**src/hw/immunity_config.svh**
```systemverilog
`ifndef IMMUNITY_CONFIG_SVH
`define IMMUNITY_CONFIG_SVH

// data path and address width
`define IMM_DATA_W 32

// register file geometry
`define IMM_REG_AW 5
`define IMM_REG_N 32

// first fetch address out of reset
`define IMM_RESET_PC 32'h0000_0000

`endif
```
**src/hw/immunity_pkg.sv**
```systemverilog
`include "immunity_config.svh"

package immunity_pkg;

    typedef enum logic [5:0] {
        OP_SPECIAL = 6'h00,
        OP_BEQ     = 6'h04,
        OP_BNE     = 6'h05,
        OP_ADDIU   = 6'h09,
        OP_ORI     = 6'h0d,
        OP_LUI     = 6'h0f,
        OP_LW      = 6'h23,
        OP_SW      = 6'h2b
    } opcode_e;

    typedef enum logic [5:0] {
        F_SLL  = 6'h00,
        F_SRL  = 6'h02,
        F_ADDU = 6'h21,
        F_SUBU = 6'h23,
        F_AND  = 6'h24,
        F_OR   = 6'h25,
        F_XOR  = 6'h26,
        F_SLT  = 6'h2a
    } funct_e;

    // add must stay at zero so a bubble decodes as a harmless add
    typedef enum logic [3:0] {
        ALU_ADD, ALU_SUB, ALU_AND, ALU_OR, ALU_XOR,
        ALU_SLT, ALU_SLL, ALU_SRL, ALU_LUI
    } alu_op_e;

    typedef struct packed {
        logic [`IMM_DATA_W-1:0] addr;
        logic [`IMM_DATA_W-1:0] inst;
    } if_id_t;

    typedef struct packed {
        alu_op_e                alu_op;
        logic [`IMM_DATA_W-1:0] operand_1;
        logic [`IMM_DATA_W-1:0] operand_2;
        logic [4:0]             shamt;
        logic [`IMM_DATA_W-1:0] store_data;
        logic                   reg_write_en;
        logic [`IMM_REG_AW-1:0] reg_write_addr;
        logic                   load;
        logic                   store;
    } id_ex_t;

    typedef struct packed {
        logic [`IMM_DATA_W-1:0] result;
        logic [`IMM_DATA_W-1:0] store_data;
        logic                   reg_write_en;
        logic [`IMM_REG_AW-1:0] reg_write_addr;
        logic                   load;
        logic                   store;
    } ex_mem_t;

    typedef struct packed {
        logic [`IMM_DATA_W-1:0] write_data;
        logic                   reg_write_en;
        logic [`IMM_REG_AW-1:0] reg_write_addr;
    } mem_wb_t;

endpackage

```
**src/hw/immunity_core.sv**
```systemverilog
`timescale 1ns/1ps

`include "immunity_config.svh"

module immunity_core (
    input  logic                   clk,
    input  logic                   rst_i,

    output logic [`IMM_DATA_W-1:0] rom_addr_o,
    output logic                   rom_en_o,
    input  logic [`IMM_DATA_W-1:0] rom_inst_i,

    output logic                   ram_en_o,
    output logic                   ram_write_en_o,
    output logic [3:0]             ram_write_sel_o,
    output logic [`IMM_DATA_W-1:0] ram_addr_o,
    output logic [`IMM_DATA_W-1:0] ram_write_data_o,
    input  logic [`IMM_DATA_W-1:0] ram_read_data_i
);

    logic                   stall;
    logic                   branch_taken;
    logic [`IMM_DATA_W-1:0] branch_target;

    logic [`IMM_REG_AW-1:0] rs_addr;
    logic [`IMM_REG_AW-1:0] rt_addr;
    logic [`IMM_DATA_W-1:0] rs_data;
    logic [`IMM_DATA_W-1:0] rt_data;

    immunity_pkg::if_id_t   if_d;
    immunity_pkg::if_id_t   id_q;
    immunity_pkg::id_ex_t   id_d;
    immunity_pkg::id_ex_t   ex_q;
    immunity_pkg::ex_mem_t  ex_d;
    immunity_pkg::ex_mem_t  mem_q;
    immunity_pkg::mem_wb_t  mem_d;
    immunity_pkg::mem_wb_t  wb_q;

    assign if_d.addr = rom_addr_o;
    assign if_d.inst = rom_inst_i;

    fetch_pc pc0 (
        .clk            (clk),
        .rst_i          (rst_i),
        .stall_i        (stall),
        .branch_taken_i (branch_taken),
        .branch_target_i(branch_target),
        .rom_en_o       (rom_en_o),
        .pc_o           (rom_addr_o)
    );

    // IF/ID freezes on a load-use stall
    pipe_reg #(.payload_t(immunity_pkg::if_id_t)) if_id_reg (
        .clk     (clk),
        .rst_i   (rst_i),
        .hold_i  (stall),
        .bubble_i(1'b0),
        .d_i     (if_d),
        .q_o     (id_q)
    );

    decode_stage id0 (
        .id_i           (id_q),
        .rs_addr_o      (rs_addr),
        .rt_addr_o      (rt_addr),
        .rs_data_i      (rs_data),
        .rt_data_i      (rt_data),
        .ex_fwd_i       (ex_d),
        .mem_fwd_i      (mem_d),
        .id_ex_o        (id_d),
        .branch_taken_o (branch_taken),
        .branch_target_o(branch_target),
        .stall_o        (stall)
    );

    reg_file regfile0 (
        .clk      (clk),
        .rst_i    (rst_i),
        .rs_addr_i(rs_addr),
        .rt_addr_i(rt_addr),
        .rs_data_o(rs_data),
        .rt_data_o(rt_data),
        .wb_i     (wb_q)
    );

    // bubble into EX while ID waits on the load
    pipe_reg #(.payload_t(immunity_pkg::id_ex_t)) id_ex_reg (
        .clk     (clk),
        .rst_i   (rst_i),
        .hold_i  (1'b0),
        .bubble_i(stall),
        .d_i     (id_d),
        .q_o     (ex_q)
    );

    execute_stage ex0 (
        .id_ex_i (ex_q),
        .ex_mem_o(ex_d)
    );

    pipe_reg #(.payload_t(immunity_pkg::ex_mem_t)) ex_mem_reg (
        .clk     (clk),
        .rst_i   (rst_i),
        .hold_i  (1'b0),
        .bubble_i(1'b0),
        .d_i     (ex_d),
        .q_o     (mem_q)
    );

    mem_access mem0 (
        .ex_mem_i        (mem_q),
        .ram_en_o        (ram_en_o),
        .ram_write_en_o  (ram_write_en_o),
        .ram_write_sel_o (ram_write_sel_o),
        .ram_addr_o      (ram_addr_o),
        .ram_write_data_o(ram_write_data_o),
        .ram_read_data_i (ram_read_data_i),
        .mem_wb_o        (mem_d)
    );

    pipe_reg #(.payload_t(immunity_pkg::mem_wb_t)) mem_wb_reg (
        .clk     (clk),
        .rst_i   (rst_i),
        .hold_i  (1'b0),
        .bubble_i(1'b0),
        .d_i     (mem_d),
        .q_o     (wb_q)
    );

endmodule

```
**src/hw/mem_access.sv**
```systemverilog
`timescale 1ns/1ps

`include "immunity_config.svh"

module mem_access (
    input  immunity_pkg::ex_mem_t  ex_mem_i,
    output logic                   ram_en_o,
    output logic                   ram_write_en_o,
    output logic [3:0]             ram_write_sel_o,
    output logic [`IMM_DATA_W-1:0] ram_addr_o,
    output logic [`IMM_DATA_W-1:0] ram_write_data_o,
    input  logic [`IMM_DATA_W-1:0] ram_read_data_i,
    output immunity_pkg::mem_wb_t  mem_wb_o
);

    // word accesses only, all byte lanes on a store
    assign ram_en_o         = ex_mem_i.load | ex_mem_i.store;
    assign ram_write_en_o   = ex_mem_i.store;
    assign ram_write_sel_o  = {4{ex_mem_i.store}};
    assign ram_addr_o       = ex_mem_i.result;
    assign ram_write_data_o = ex_mem_i.store_data;

    always_comb begin
        mem_wb_o.reg_write_en   = ex_mem_i.reg_write_en;
        mem_wb_o.reg_write_addr = ex_mem_i.reg_write_addr;
        if (ex_mem_i.load) begin
            mem_wb_o.write_data = ram_read_data_i;
        end else begin
            mem_wb_o.write_data = ex_mem_i.result;
        end
    end

endmodule

```
**src/hw/execute_stage.sv**
```systemverilog
`timescale 1ns/1ps

`include "immunity_config.svh"

module execute_stage (
    input  immunity_pkg::id_ex_t  id_ex_i,
    output immunity_pkg::ex_mem_t ex_mem_o
);

    logic [`IMM_DATA_W-1:0] op_a;
    logic [`IMM_DATA_W-1:0] op_b;
    logic [`IMM_DATA_W-1:0] result;
    logic                   less;

    assign op_a = id_ex_i.operand_1;
    assign op_b = id_ex_i.operand_2;
    assign less = $signed(op_a) < $signed(op_b);

    always_comb begin
        case (id_ex_i.alu_op)
            immunity_pkg::ALU_ADD: result = op_a + op_b;
            immunity_pkg::ALU_SUB: result = op_a - op_b;
            immunity_pkg::ALU_AND: result = op_a & op_b;
            immunity_pkg::ALU_OR:  result = op_a | op_b;
            immunity_pkg::ALU_XOR: result = op_a ^ op_b;
            immunity_pkg::ALU_SLT: result = {{(`IMM_DATA_W-1){1'b0}}, less};
            // shifts act on rt, carried in operand 2
            immunity_pkg::ALU_SLL: result = op_b << id_ex_i.shamt;
            immunity_pkg::ALU_SRL: result = op_b >> id_ex_i.shamt;
            immunity_pkg::ALU_LUI: result = {op_b[15:0], 16'h0000};
            default:               result = '0;
        endcase
    end

    always_comb begin
        ex_mem_o.result         = result;
        ex_mem_o.store_data     = id_ex_i.store_data;
        ex_mem_o.reg_write_en   = id_ex_i.reg_write_en;
        ex_mem_o.reg_write_addr = id_ex_i.reg_write_addr;
        ex_mem_o.load           = id_ex_i.load;
        ex_mem_o.store          = id_ex_i.store;
    end

endmodule

```
**src/hw/reg_file.sv**
```systemverilog
`timescale 1ns/1ps

`include "immunity_config.svh"

module reg_file (
    input  logic                   clk,
    input  logic                   rst_i,
    input  logic [`IMM_REG_AW-1:0] rs_addr_i,
    input  logic [`IMM_REG_AW-1:0] rt_addr_i,
    output logic [`IMM_DATA_W-1:0] rs_data_o,
    output logic [`IMM_DATA_W-1:0] rt_data_o,
    input  immunity_pkg::mem_wb_t  wb_i
);

    logic [`IMM_DATA_W-1:0] regs [`IMM_REG_N];
    logic                   wr_live;

    assign wr_live = wb_i.reg_write_en && wb_i.reg_write_addr != '0;

    always_ff @(posedge clk) begin
        if (rst_i) begin
            for (int i = 0; i < `IMM_REG_N; i++) begin
                regs[i] <= '0;
            end
        end else if (wr_live) begin
            regs[wb_i.reg_write_addr] <= wb_i.write_data;
        end
    end

    // write-through so WB and ID can share a cycle
    function automatic logic [`IMM_DATA_W-1:0] read_port(input logic [`IMM_REG_AW-1:0] addr);
        if (addr == '0) begin
            return '0;
        end
        if (wr_live && wb_i.reg_write_addr == addr) begin
            return wb_i.write_data;
        end
        return regs[addr];
    endfunction

    assign rs_data_o = read_port(rs_addr_i);
    assign rt_data_o = read_port(rt_addr_i);

endmodule

```
**src/hw/decode_stage.sv**
```systemverilog
`timescale 1ns/1ps

`include "immunity_config.svh"

module decode_stage (
    input  immunity_pkg::if_id_t   id_i,
    output logic [`IMM_REG_AW-1:0] rs_addr_o,
    output logic [`IMM_REG_AW-1:0] rt_addr_o,
    input  logic [`IMM_DATA_W-1:0] rs_data_i,
    input  logic [`IMM_DATA_W-1:0] rt_data_i,
    input  immunity_pkg::ex_mem_t  ex_fwd_i,
    input  immunity_pkg::mem_wb_t  mem_fwd_i,
    output immunity_pkg::id_ex_t   id_ex_o,
    output logic                   branch_taken_o,
    output logic [`IMM_DATA_W-1:0] branch_target_o,
    output logic                   stall_o
);

    logic [5:0]             opcode;
    logic [5:0]             funct;
    logic [`IMM_REG_AW-1:0] rd_addr;
    logic [4:0]             shamt;
    logic [`IMM_DATA_W-1:0] imm_sext;
    logic [`IMM_DATA_W-1:0] imm_zext;
    logic [`IMM_DATA_W-1:0] rs_val;
    logic [`IMM_DATA_W-1:0] rt_val;
    logic                   uses_rs;
    logic                   uses_rt;

    assign opcode    = id_i.inst[31:26];
    assign rs_addr_o = id_i.inst[25:21];
    assign rt_addr_o = id_i.inst[20:16];
    assign rd_addr   = id_i.inst[15:11];
    assign shamt     = id_i.inst[10:6];
    assign funct     = id_i.inst[5:0];
    assign imm_sext  = {{(`IMM_DATA_W-16){id_i.inst[15]}}, id_i.inst[15:0]};
    assign imm_zext  = {{(`IMM_DATA_W-16){1'b0}}, id_i.inst[15:0]};

    // newest producer wins, r0 is never bypassed
    function automatic logic [`IMM_DATA_W-1:0] bypass(
        input logic [`IMM_REG_AW-1:0] addr,
        input logic [`IMM_DATA_W-1:0] rf_data
    );
        if (addr != '0 && ex_fwd_i.reg_write_en && ex_fwd_i.reg_write_addr == addr) begin
            return ex_fwd_i.result;
        end
        if (addr != '0 && mem_fwd_i.reg_write_en && mem_fwd_i.reg_write_addr == addr) begin
            return mem_fwd_i.write_data;
        end
        return rf_data;
    endfunction

    assign rs_val = bypass(rs_addr_o, rs_data_i);
    assign rt_val = bypass(rt_addr_o, rt_data_i);

    assign branch_target_o = id_i.addr + `IMM_DATA_W'(4) + {imm_sext[`IMM_DATA_W-3:0], 2'b00};

    always_comb begin
        id_ex_o                = '0;
        id_ex_o.alu_op         = immunity_pkg::ALU_ADD;
        id_ex_o.operand_1      = rs_val;
        id_ex_o.operand_2      = rt_val;
        id_ex_o.store_data     = rt_val;
        id_ex_o.reg_write_addr = rt_addr_o;
        uses_rs                = 1'b0;
        uses_rt                = 1'b0;
        branch_taken_o         = 1'b0;

        case (opcode)
            immunity_pkg::OP_SPECIAL: begin
                id_ex_o.reg_write_addr = rd_addr;
                id_ex_o.reg_write_en   = 1'b1;
                uses_rs                = 1'b1;
                uses_rt                = 1'b1;
                case (funct)
                    immunity_pkg::F_ADDU: id_ex_o.alu_op = immunity_pkg::ALU_ADD;
                    immunity_pkg::F_SUBU: id_ex_o.alu_op = immunity_pkg::ALU_SUB;
                    immunity_pkg::F_AND:  id_ex_o.alu_op = immunity_pkg::ALU_AND;
                    immunity_pkg::F_OR:   id_ex_o.alu_op = immunity_pkg::ALU_OR;
                    immunity_pkg::F_XOR:  id_ex_o.alu_op = immunity_pkg::ALU_XOR;
                    immunity_pkg::F_SLT:  id_ex_o.alu_op = immunity_pkg::ALU_SLT;
                    immunity_pkg::F_SLL, immunity_pkg::F_SRL: begin
                        // shifts take rt only
                        id_ex_o.alu_op = (funct == immunity_pkg::F_SLL) ?
                                         immunity_pkg::ALU_SLL : immunity_pkg::ALU_SRL;
                        id_ex_o.shamt  = shamt;
                        uses_rs        = 1'b0;
                    end
                    default: id_ex_o.reg_write_en = 1'b0;
                endcase
            end
            immunity_pkg::OP_ADDIU, immunity_pkg::OP_LW: begin
                id_ex_o.operand_2    = imm_sext;
                id_ex_o.reg_write_en = 1'b1;
                id_ex_o.load         = (opcode == immunity_pkg::OP_LW);
                uses_rs              = 1'b1;
            end
            immunity_pkg::OP_ORI: begin
                id_ex_o.alu_op       = immunity_pkg::ALU_OR;
                id_ex_o.operand_2    = imm_zext;
                id_ex_o.reg_write_en = 1'b1;
                uses_rs              = 1'b1;
            end
            immunity_pkg::OP_LUI: begin
                id_ex_o.alu_op       = immunity_pkg::ALU_LUI;
                id_ex_o.operand_2    = imm_zext;
                id_ex_o.reg_write_en = 1'b1;
            end
            immunity_pkg::OP_SW: begin
                id_ex_o.operand_2 = imm_sext;
                id_ex_o.store     = 1'b1;
                uses_rs           = 1'b1;
                uses_rt           = 1'b1;
            end
            immunity_pkg::OP_BEQ, immunity_pkg::OP_BNE: begin
                uses_rs        = 1'b1;
                uses_rt        = 1'b1;
                branch_taken_o = (rs_val == rt_val) ^ (opcode == immunity_pkg::OP_BNE);
            end
            default: ;
        endcase
    end

    // load in EX has no data yet, hold ID for one cycle
    assign stall_o = ex_fwd_i.load && ex_fwd_i.reg_write_addr != '0 &&
                     ((uses_rs && ex_fwd_i.reg_write_addr == rs_addr_o) ||
                      (uses_rt && ex_fwd_i.reg_write_addr == rt_addr_o));

endmodule

```
**src/hw/pipe_reg.sv**
```systemverilog
`timescale 1ns/1ps

module pipe_reg #(
    parameter type payload_t = logic
) (
    input  logic     clk,
    input  logic     rst_i,
    input  logic     hold_i,
    input  logic     bubble_i,
    input  payload_t d_i,
    output payload_t q_o
);

    // all-zero payload has every enable low
    always_ff @(posedge clk) begin
        if (rst_i || bubble_i) begin
            q_o <= '0;
        end else if (!hold_i) begin
            q_o <= d_i;
        end
    end

endmodule

```
**src/hw/fetch_pc.sv**
```systemverilog
`timescale 1ns/1ps

`include "immunity_config.svh"

module fetch_pc (
    input  logic                   clk,
    input  logic                   rst_i,
    input  logic                   stall_i,
    input  logic                   branch_taken_i,
    input  logic [`IMM_DATA_W-1:0] branch_target_i,
    output logic                   rom_en_o,
    output logic [`IMM_DATA_W-1:0] pc_o
);

    // fetch is live as soon as reset is released
    assign rom_en_o = ~rst_i;

    always_ff @(posedge clk) begin
        if (rst_i) begin
            pc_o <= `IMM_RESET_PC;
        end else if (!stall_i) begin
            // a taken branch in ID lands after its delay slot
            if (branch_taken_i) begin
                pc_o <= branch_target_i;
            end else begin
                pc_o <= pc_o + `IMM_DATA_W'(4);
            end
        end
    end

endmodule

```
**config.mk**
```make
export PLATFORM = sky130hd
export DESIGN_NAME = immunity_core
export DESIGN_NICKNAME = d
export VERILOG_FILES = /design/src/hw/immunity_pkg.sv /design/src/hw/immunity_core.sv /design/src/hw/mem_access.sv /design/src/hw/execute_stage.sv /design/src/hw/reg_file.sv /design/src/hw/decode_stage.sv /design/src/hw/pipe_reg.sv /design/src/hw/fetch_pc.sv
export VERILOG_INCLUDE_DIRS = /design/src /design/src/hw
export SDC_FILE = /design/constraint.sdc
export NUM_CORES = 2
export LEC_CHECK = 0
export BUFFER_PORTS_ARGS = -buffer_cell sky130_fd_sc_hd__buf_2
export CORE_ASPECT_RATIO = 2
export CORE_MARGIN = 4
export CORE_UTILIZATION = 48
export CTS_CLUSTER_SIZE = 20
export DETAILED_ROUTE_END_ITERATION = 7
export PLACE_DENSITY = 0.66
export RECOVER_POWER = 100
export SYNTH_ARGS = -nofsm -noshare
export SYNTH_HDL_FRONTEND = slang
export SYNTH_SLANG_ARGS = --single-unit
```
**constraint.sdc**
```tcl
create_clock -name clk -period 5.3 [get_ports clk]
set_input_delay 0.265 -clock clk [delete_from_list [all_inputs] [get_ports clk]]
set_output_delay 0.265 -clock clk [all_outputs]
set_load 0.02 [all_outputs]
```
**After elaboration in Yosys (flattened, before gate mapping)**

Memory sizes are Yosys's and may differ from the RTL's. A register that Yosys moved wholly into a read port is not among the register bits.
Cells that the tools add are included.

- Register bits after elaboration: 319
- Bits in writable memories: 1024
- Logic and storage cells: 161
- Memories: 1

Memory list:

| name | words | bits a word | read ports | clocked after Yosys merged registers in | wr ports | line | text |
|---|---|---|---|---|---|---|---|
| regfile0.regs | 32 | 32 | 2 | 2 | 32 | reg_file.sv:15 | `` logic [`IMM_DATA_W-1:0] regs [`IMM_REG_N]; `` |

- Order comparisons: 1
- Reduce and logical (&&, ||, !) cells: 38
- Equality and inequality tests: 29
- $add $sub $neg: 5
- Mux-type cells: 55
- Bitwise operators: 9
- Shift-type cells: 2

Operator list:

| cell | count |
|---|---|
| 32-bit two-way mux | 19 |
| 32-bit case mux with 9 select lines | 1 |
| 32-bit by 3-bit adder with 32-bit output (second input constant) | 2 |
| 32-bit adder | 2 |
| 32-bit case mux with 2 select lines | 1 |
| 6-bit == test (second input constant) | 8 |
| 32-bit bitwise AND | 1 |
| 32-bit == test | 1 |
| 32-bit < comparator | 1 |
| 32-bit OR | 1 |
| 32-bit OR reduction | 1 |
| 32-bit by 5-bit << shifter with 32-bit output | 1 |
| 32-bit by 5-bit >> shifter with 32-bit output | 1 |
| 32-bit subtractor | 1 |
| 32-bit XOR | 1 |
| 5-bit == test | 6 |
| 5-bit two-way mux | 6 |
| 1-bit two-way mux | 24 |
| 4-bit case mux with 6 select lines | 1 |
| 5-bit nonzero test | 4 |
| 6-bit by 4-bit == test with 1-bit output (second input constant) | 3 |
| 4-bit by 3-bit == test with 1-bit output (second input constant) | 4 |
| 1-bit logical AND | 15 |
| 6-bit by 3-bit == test with 1-bit output (second input constant) | 2 |
| 18 further kinds | 32 |

**Depth between registers and ports, before layout**

- Depth after elaboration: 13
- Mapped depth: 24

**By module**

A second synthesis with hierarchy kept.

- Cell total of the unflattened synthesis: 7295
- Area, all modules: 83122.2 um^2

By module, submodules not included:

| module | cells an instance | instances | area an instance (um^2) | seq. area each (um^2) |
|---|---|---|---|---|
| reg_file | 3917 | 1 | 55756.0 | 30749.5 |
| execute_stage | 1351 | 1 | 8708.4 | 0.0 |
| decode_stage | 723 | 1 | 5159.9 | 0.0 |
| pipe_reg at id_ex_reg | 366 | 1 | 4048.9 | 2262.2 |
| pipe_reg at ex_mem_reg | 233 | 1 | 2645.0 | 1441.4 |
| pipe_reg at if_id_reg | 207 | 1 | 2348.5 | 1281.2 |
| fetch_pc | 262 | 1 | 1975.6 | 640.6 |
| pipe_reg at mem_wb_reg | 123 | 1 | 1366.3 | 760.7 |
| mem_access | 112 | 1 | 1109.8 | 0.0 |
| immunity_core | 1 | 1 | 3.8 | 0.0 |

**Worst setup path after synthesis**

No wires, ideal clock.

- Kind: register to register
- From: reg id_ex_reg.q_o[54] (netlist name)
- To: reg pc0.pc_o[12]
- Buffers on the path: 3
- Path slack: 237 ps
- Setup time: 63 ps
- Stages on the path, launching flop included: 22
- Arrival: 5001 ps
- Clock period less this slack: 5063 ps
- Data required time: 5237 ps
- Cell sequence: dfxtp_1 -> clkbuf_1 -> inv_1 -> ha_1 -> clkbuf_1 -> inv_1 -> nand2_1 -> or4_1 -> o21bai_1 -> a2111o_1 -> and4_1 -> o21ai_1 -> a221oi_1 -> o21a_1 -> mux2_2 -> a221oi_1 -> nand4_1 -> nor3_2 -> mux2_4 -> buf_6 -> or4_1 -> nand3_1

- Cells in the longest elaborated chain, start to end: 10

RTL lines:

| item | line | text |
|---|---|---|
| from (decl) | pipe_reg.sv:11 | `output payload_t q_o` |
| from (signal assigned) | pipe_reg.sv:19 | `q_o <= d_i;` |
| 32-bit subtractor (tied with other cells) | execute_stage.sv:22 | `immunity_pkg::ALU_SUB: result = op_a - op_b;` |
| 32-bit case mux with 9 select lines (*) | execute_stage.sv:20 | `case (id_ex_i.alu_op)` |
| 32-bit two-way mux | decode_stage.sv:44 | `if (addr != '0 && ex_fwd_i.reg_write_en && ex_fwd_i.reg_write_addr == addr) begin` |
| 32-bit two-way mux | decode_stage.sv:47 | `if (addr != '0 && mem_fwd_i.reg_write_en && mem_fwd_i.reg_write_addr == addr) begin` |
| 32-bit two-way mux | decode_stage.sv:50 | `return rf_data;` |
| 32-bit two-way mux | decode_stage.sv:47 |  |
| 32-bit == test (*) | decode_stage.sv:118 | `branch_taken_o = (rs_val == rt_val) ^ (opcode == immunity_pkg::OP_BNE);` |
| 1-bit XOR (*) | decode_stage.sv:118 |  |
| 1-bit two-way mux (*) | decode_stage.sv:69 | `case (opcode)` |
| 32-bit two-way mux (*) | fetch_pc.sv:23 | `if (branch_taken_i) begin` |
| to (signal assigned) | fetch_pc.sv:20 | `` pc_o <= `IMM_RESET_PC; `` |
| to (signal assigned) | fetch_pc.sv:24 | `pc_o <= branch_target_i;` |
| to (signal assigned) | fetch_pc.sv:26 | `` pc_o <= pc_o + `IMM_DATA_W'(4); `` |
| to (decl) | fetch_pc.sv:12 | `` output logic [`IMM_DATA_W-1:0] pc_o `` |

Every way passes the cells marked *; elsewhere a longest branch is shown, timed or not. The select of a mux whose other input is x is not followed.
A chain may end at the register's enable or synchronous reset.

**Worst setup path in the final report**

- From: reg id_ex_reg.q_o[111] (netlist name)
- To: reg pc0.pc_o[13]

- Cells in the longest elaborated chain, start to end: 10

RTL lines:

| item | line |
|---|---|
| 4-bit == test (tied with other cells) | execute_stage.sv:20 |
| 32-bit case mux with 9 select lines (*) | execute_stage.sv:20 |
| 32-bit two-way mux | decode_stage.sv:44 |
| 32-bit two-way mux | decode_stage.sv:47 |
| 32-bit two-way mux | decode_stage.sv:50 |
| 32-bit two-way mux | decode_stage.sv:47 |
| 32-bit == test (*) | decode_stage.sv:118 |
| 1-bit XOR (*) | decode_stage.sv:118 |
| 1-bit two-way mux (*) | decode_stage.sv:69 |
| 32-bit two-way mux (*) | fetch_pc.sv:23 |

Marks and branches as above.

==> results.tsv <==
metric	value	unit
Clock Latency Late Sink	840	ps
Inst Count DP	9747	
WHS	16.5	ps
max-slew violations	571	
DIE AREA	174000	um^2
TritonCTS Buffers	138	
cell-internal power	0.0204	W
failing checks	capacitance limit, slew limit, setup timing	
die height	586	um
Synth area leaders	edfxtp_1 38%, mux4_2 17%, dfxtp_1 8.2%	
CP required	5960	ps
worst clock skew	56.2	ps
worst-path cell chain	or3b_1 -> nor2_1 -> buf_4 -> nand2_1 -> a211oi_1 -> or4_1 -> buf_12 -> a21oi_2 -> a21bo_2 -> o2bb2ai_1 -> a221oi_2 -> o2111ai_4 -> nor4_2 -> nand4_1 -> nor3_4 -> buf_6 -> buf_12 -> mux2_4 -> buf_6 -> a32oi_2 -> o311ai_2	
fin cells	10100	
fin worst setup slack	-547	ps
Synthesis Warnings	0	
Top FF cell, synth	edfxtp_1	
most frequent cells after synthesis	1024 x edfxtp_1, 973 x and2_1, 598 x mux4_2	
Yosys top cell by area	edfxtp_1	
pin count of the biggest net entering global routing	83	
Yosys reg bits	1353	
routed wire length	391000	um
CP max FO	5	
DP Wirelength	270000	um
Initial Util	48.4	%
# DRC	0	
Tcrit/Tclk final	110	%
Avg WL per Cell	38.5	um
RD Place Congestion	1.14	
Layout Nets	8102	
maximum vdd ir drop	0.000215	V
combinational power share	22.7	%
DR vias/cell	6.88	
pre-CTS setup slack	-891	ps
vias in the first global route	70000	
share of cells above drive strength 1	31.5	%
Crit Path Class	reg -> reg	
Reg area	37400	um^2
final hold vios	0	
CTS tree	built	
Syn Inst Count	6805	
Worst-path clk slew	70	ps
top-count cell post-synth	edfxtp_1	
total gr overflow	0	
area grow syn2layout	23.0	%
final worst path period need	5850	ps
distinct cell type count after synthesis	105	
Fill cells	13600	
Iteration-0 DRC Markers	9963	
Pre-antenna DRT Iters	6	
Synth Cell Area	80200	um^2
Fmax	171	MHz
WP buf/inv	5	
placed inst area	92000	um^2
crit start category	register	
Critical-path top delay cell	a211oi_1	
Post-DRT Antenna Nets	0	
share of the synthesized area in the top cell type	38.3	%
initial antenna violation count	49	
cell area after layout	98700	um^2
post-synthesis sequential area ratio	46.6	%
Worst Path Arrival	6510	ps
Core ar.	166000	um^2
Mean Syn Cell Area	11.8	um^2
outcome	finished, violations left	
Clock Sink Count	1353	
Hold Path Class	in -> reg	
Clk pwr share	35.5	%
Clock Path Buffers	4	
crit end category	register	
GR Util All Layers	44.2	%
cell family with most CP delay	compound AO/OA/AOI/OAI gates	
number of synthesized flops with an enable pin	1024	
Chip Width	297	um
CTS root buf	clkbuf_16	
I/O Buffers	168	
crit-path max cell delay	880	ps
Sw Share	29.9	%
CTS H-tree depth	4	
Final Power	0.0291	W
RSZ-0062 raised after global routing	yes	
Max Cap Viol	18	
via count	69800	
leak pwr	37.4	nW
Setup violations, final	43	
sequential power share	41.8	%
Rows	211	
Rel. slew slack	-143	%
switching pwr	0.00870	W
actual slew at the worst max-slew pin	3640	ps
Synth async-reset ratio	0	%
I/O pin total	169	
Multi-input gate area	40600	um^2
global-route wire length before repair	537000	um
Pwr Density	295	nW/um^2
==> final cells by class <==
cell class / instances / area share, %
flip-flops and latches: 1353 / 37.9
inverters: 130 / 0.500
well taps: 2130 / 2.70
clock buffers: 165 / 3.74
repair buffers: 1609 / 13.1
clock inverters: 67 / 0.822
diodes: 44 / 0.112
multi-input cells: 4647 / 41.2
==> power by group through the flow <==
stage | combinational, W | clock, W | sequential [W]
after floorplan | 0.00285 | 0 | 0.0122
after global placement | 0.00596 | 0 | 0.0123
after detailed placement | 0.00598 | 0 | 0.0123
after CTS | 0.00626 | 0.0103 | 0.0121
after global routing | 0.00674 | 0.0107 | 0.0122
final | 0.00661 | 0.0103 | 0.0121
==> routing by layer <==
layer / up-vias / part of all wire, % / GRT usage, %
li1: 27600 / - / -
met1: 34000 / 28 / 42.4
met2: 5818 / 47 / 72.3
met3: 2324 / 10 / 12.4
met4: 26 / 14 / 49.7
met5: - / 0.070 / 0.415
==> kinds of logic (layout without fill, tap and decap cells) <==
| group | Yosys count | count (layout) | share of synthesized area (%) |
|---|---|---|---|
| other | 1 | 76 | 0.00468 |
| buffers and inverters | 839 | 1971 | 4.85 |
| muxes | 831 | 834 | 19.8 |
| adders and majority gates | 157 | 157 | 2.48 |
| AOI/OAI and AO/OA | 1120 | 1120 | 9.38 |
| and+or+nand+nor | 2415 | 2415 | 16.0 |
| xor gates and xnor gates | 89 | 89 | 0.972 |
| DFF | 1353 | 1353 | 46.6 |
==> flip-flops by register name, indices dropped and copies added (netlist names), named ones only <==
signal and cells:
ex_mem_reg.q_o 72, id_ex_reg.q_o 113, if_id_reg.q_o 64, mem_wb_reg.q_o 38, pc0.pc_o 32, regfile0.regs 1024
==> stage by stage <==
step	setup TNS (ps)	util [%]
6_report	-15120	59.6
5_1_grt	-22860	59.6
4_1_cts	-6740	59.5
3_5_place_dp	-25640	55.6
3_3_place_gp	-26070	55.6
2_1_floorplan	0	-
==> path summary, 6_finish.rpt <==
path / startpoint / endpoint / slack (ps) / cells after the start
max reg2reg: id_ex_reg.q_o[111]$_SDFF_PP0_ / pc0.pc_o[13]$_SDFFE_PP0N_ / -550 / 21
min: ram_read_data_i[25] / mem_wb_reg.q_o[31]$_SDFF_PP0_ / 20 / 3
min reg2reg: id_ex_reg.q_o[37]$_SDFF_PP0_ / ex_mem_reg.q_o[37]$_SDFF_PP0_ / 420 / 1
max: id_ex_reg.q_o[111]$_SDFF_PP0_ / pc0.pc_o[13]$_SDFFE_PP0N_ / -550 / 21
==> worst min-delay path, delay by kind of cell <==
kind | cells | cell delay (ps)
and+or+nand+nor | 1 | 160
buffers and inverters | 1 | 70
muxes | 1 | 290
==> timing repair <==
item,4_1_cts,5_1_grt
cloned,6,2
hold endpoints to repair,87,0
setup buffers,33,5
setup endpoints to repair,32,32
hold buffers,77,0
resized for setup,155,67
pin swaps,66,48
==> placed cells by master (no fill, tap or decap), drive strengths merged, types with 85 or more instances in the layout <==
| master | synthesis | routed |
|---|---|---|
| nor2 | 376 | 376 |
| buf | 284 | 1390 |
| mux4 | 598 | 598 |
| nor3 | 144 | 144 |
| a21oi | 267 | 267 |
| dfxtp | 329 | 329 |
| inv | 125 | 136 |
| clkbuf | 425 | 306 |
| nand2 | 473 | 473 |
| nor2b | 85 | 85 |
| ha | 154 | 154 |
| nand3 | 110 | 110 |
| mux2i | 204 | 204 |
| and2 | 975 | 975 |
| edfxtp | 1024 | 1024 |
| o21ai | 246 | 246 |
No activity file was read; power rests on OpenSTA's default activity.
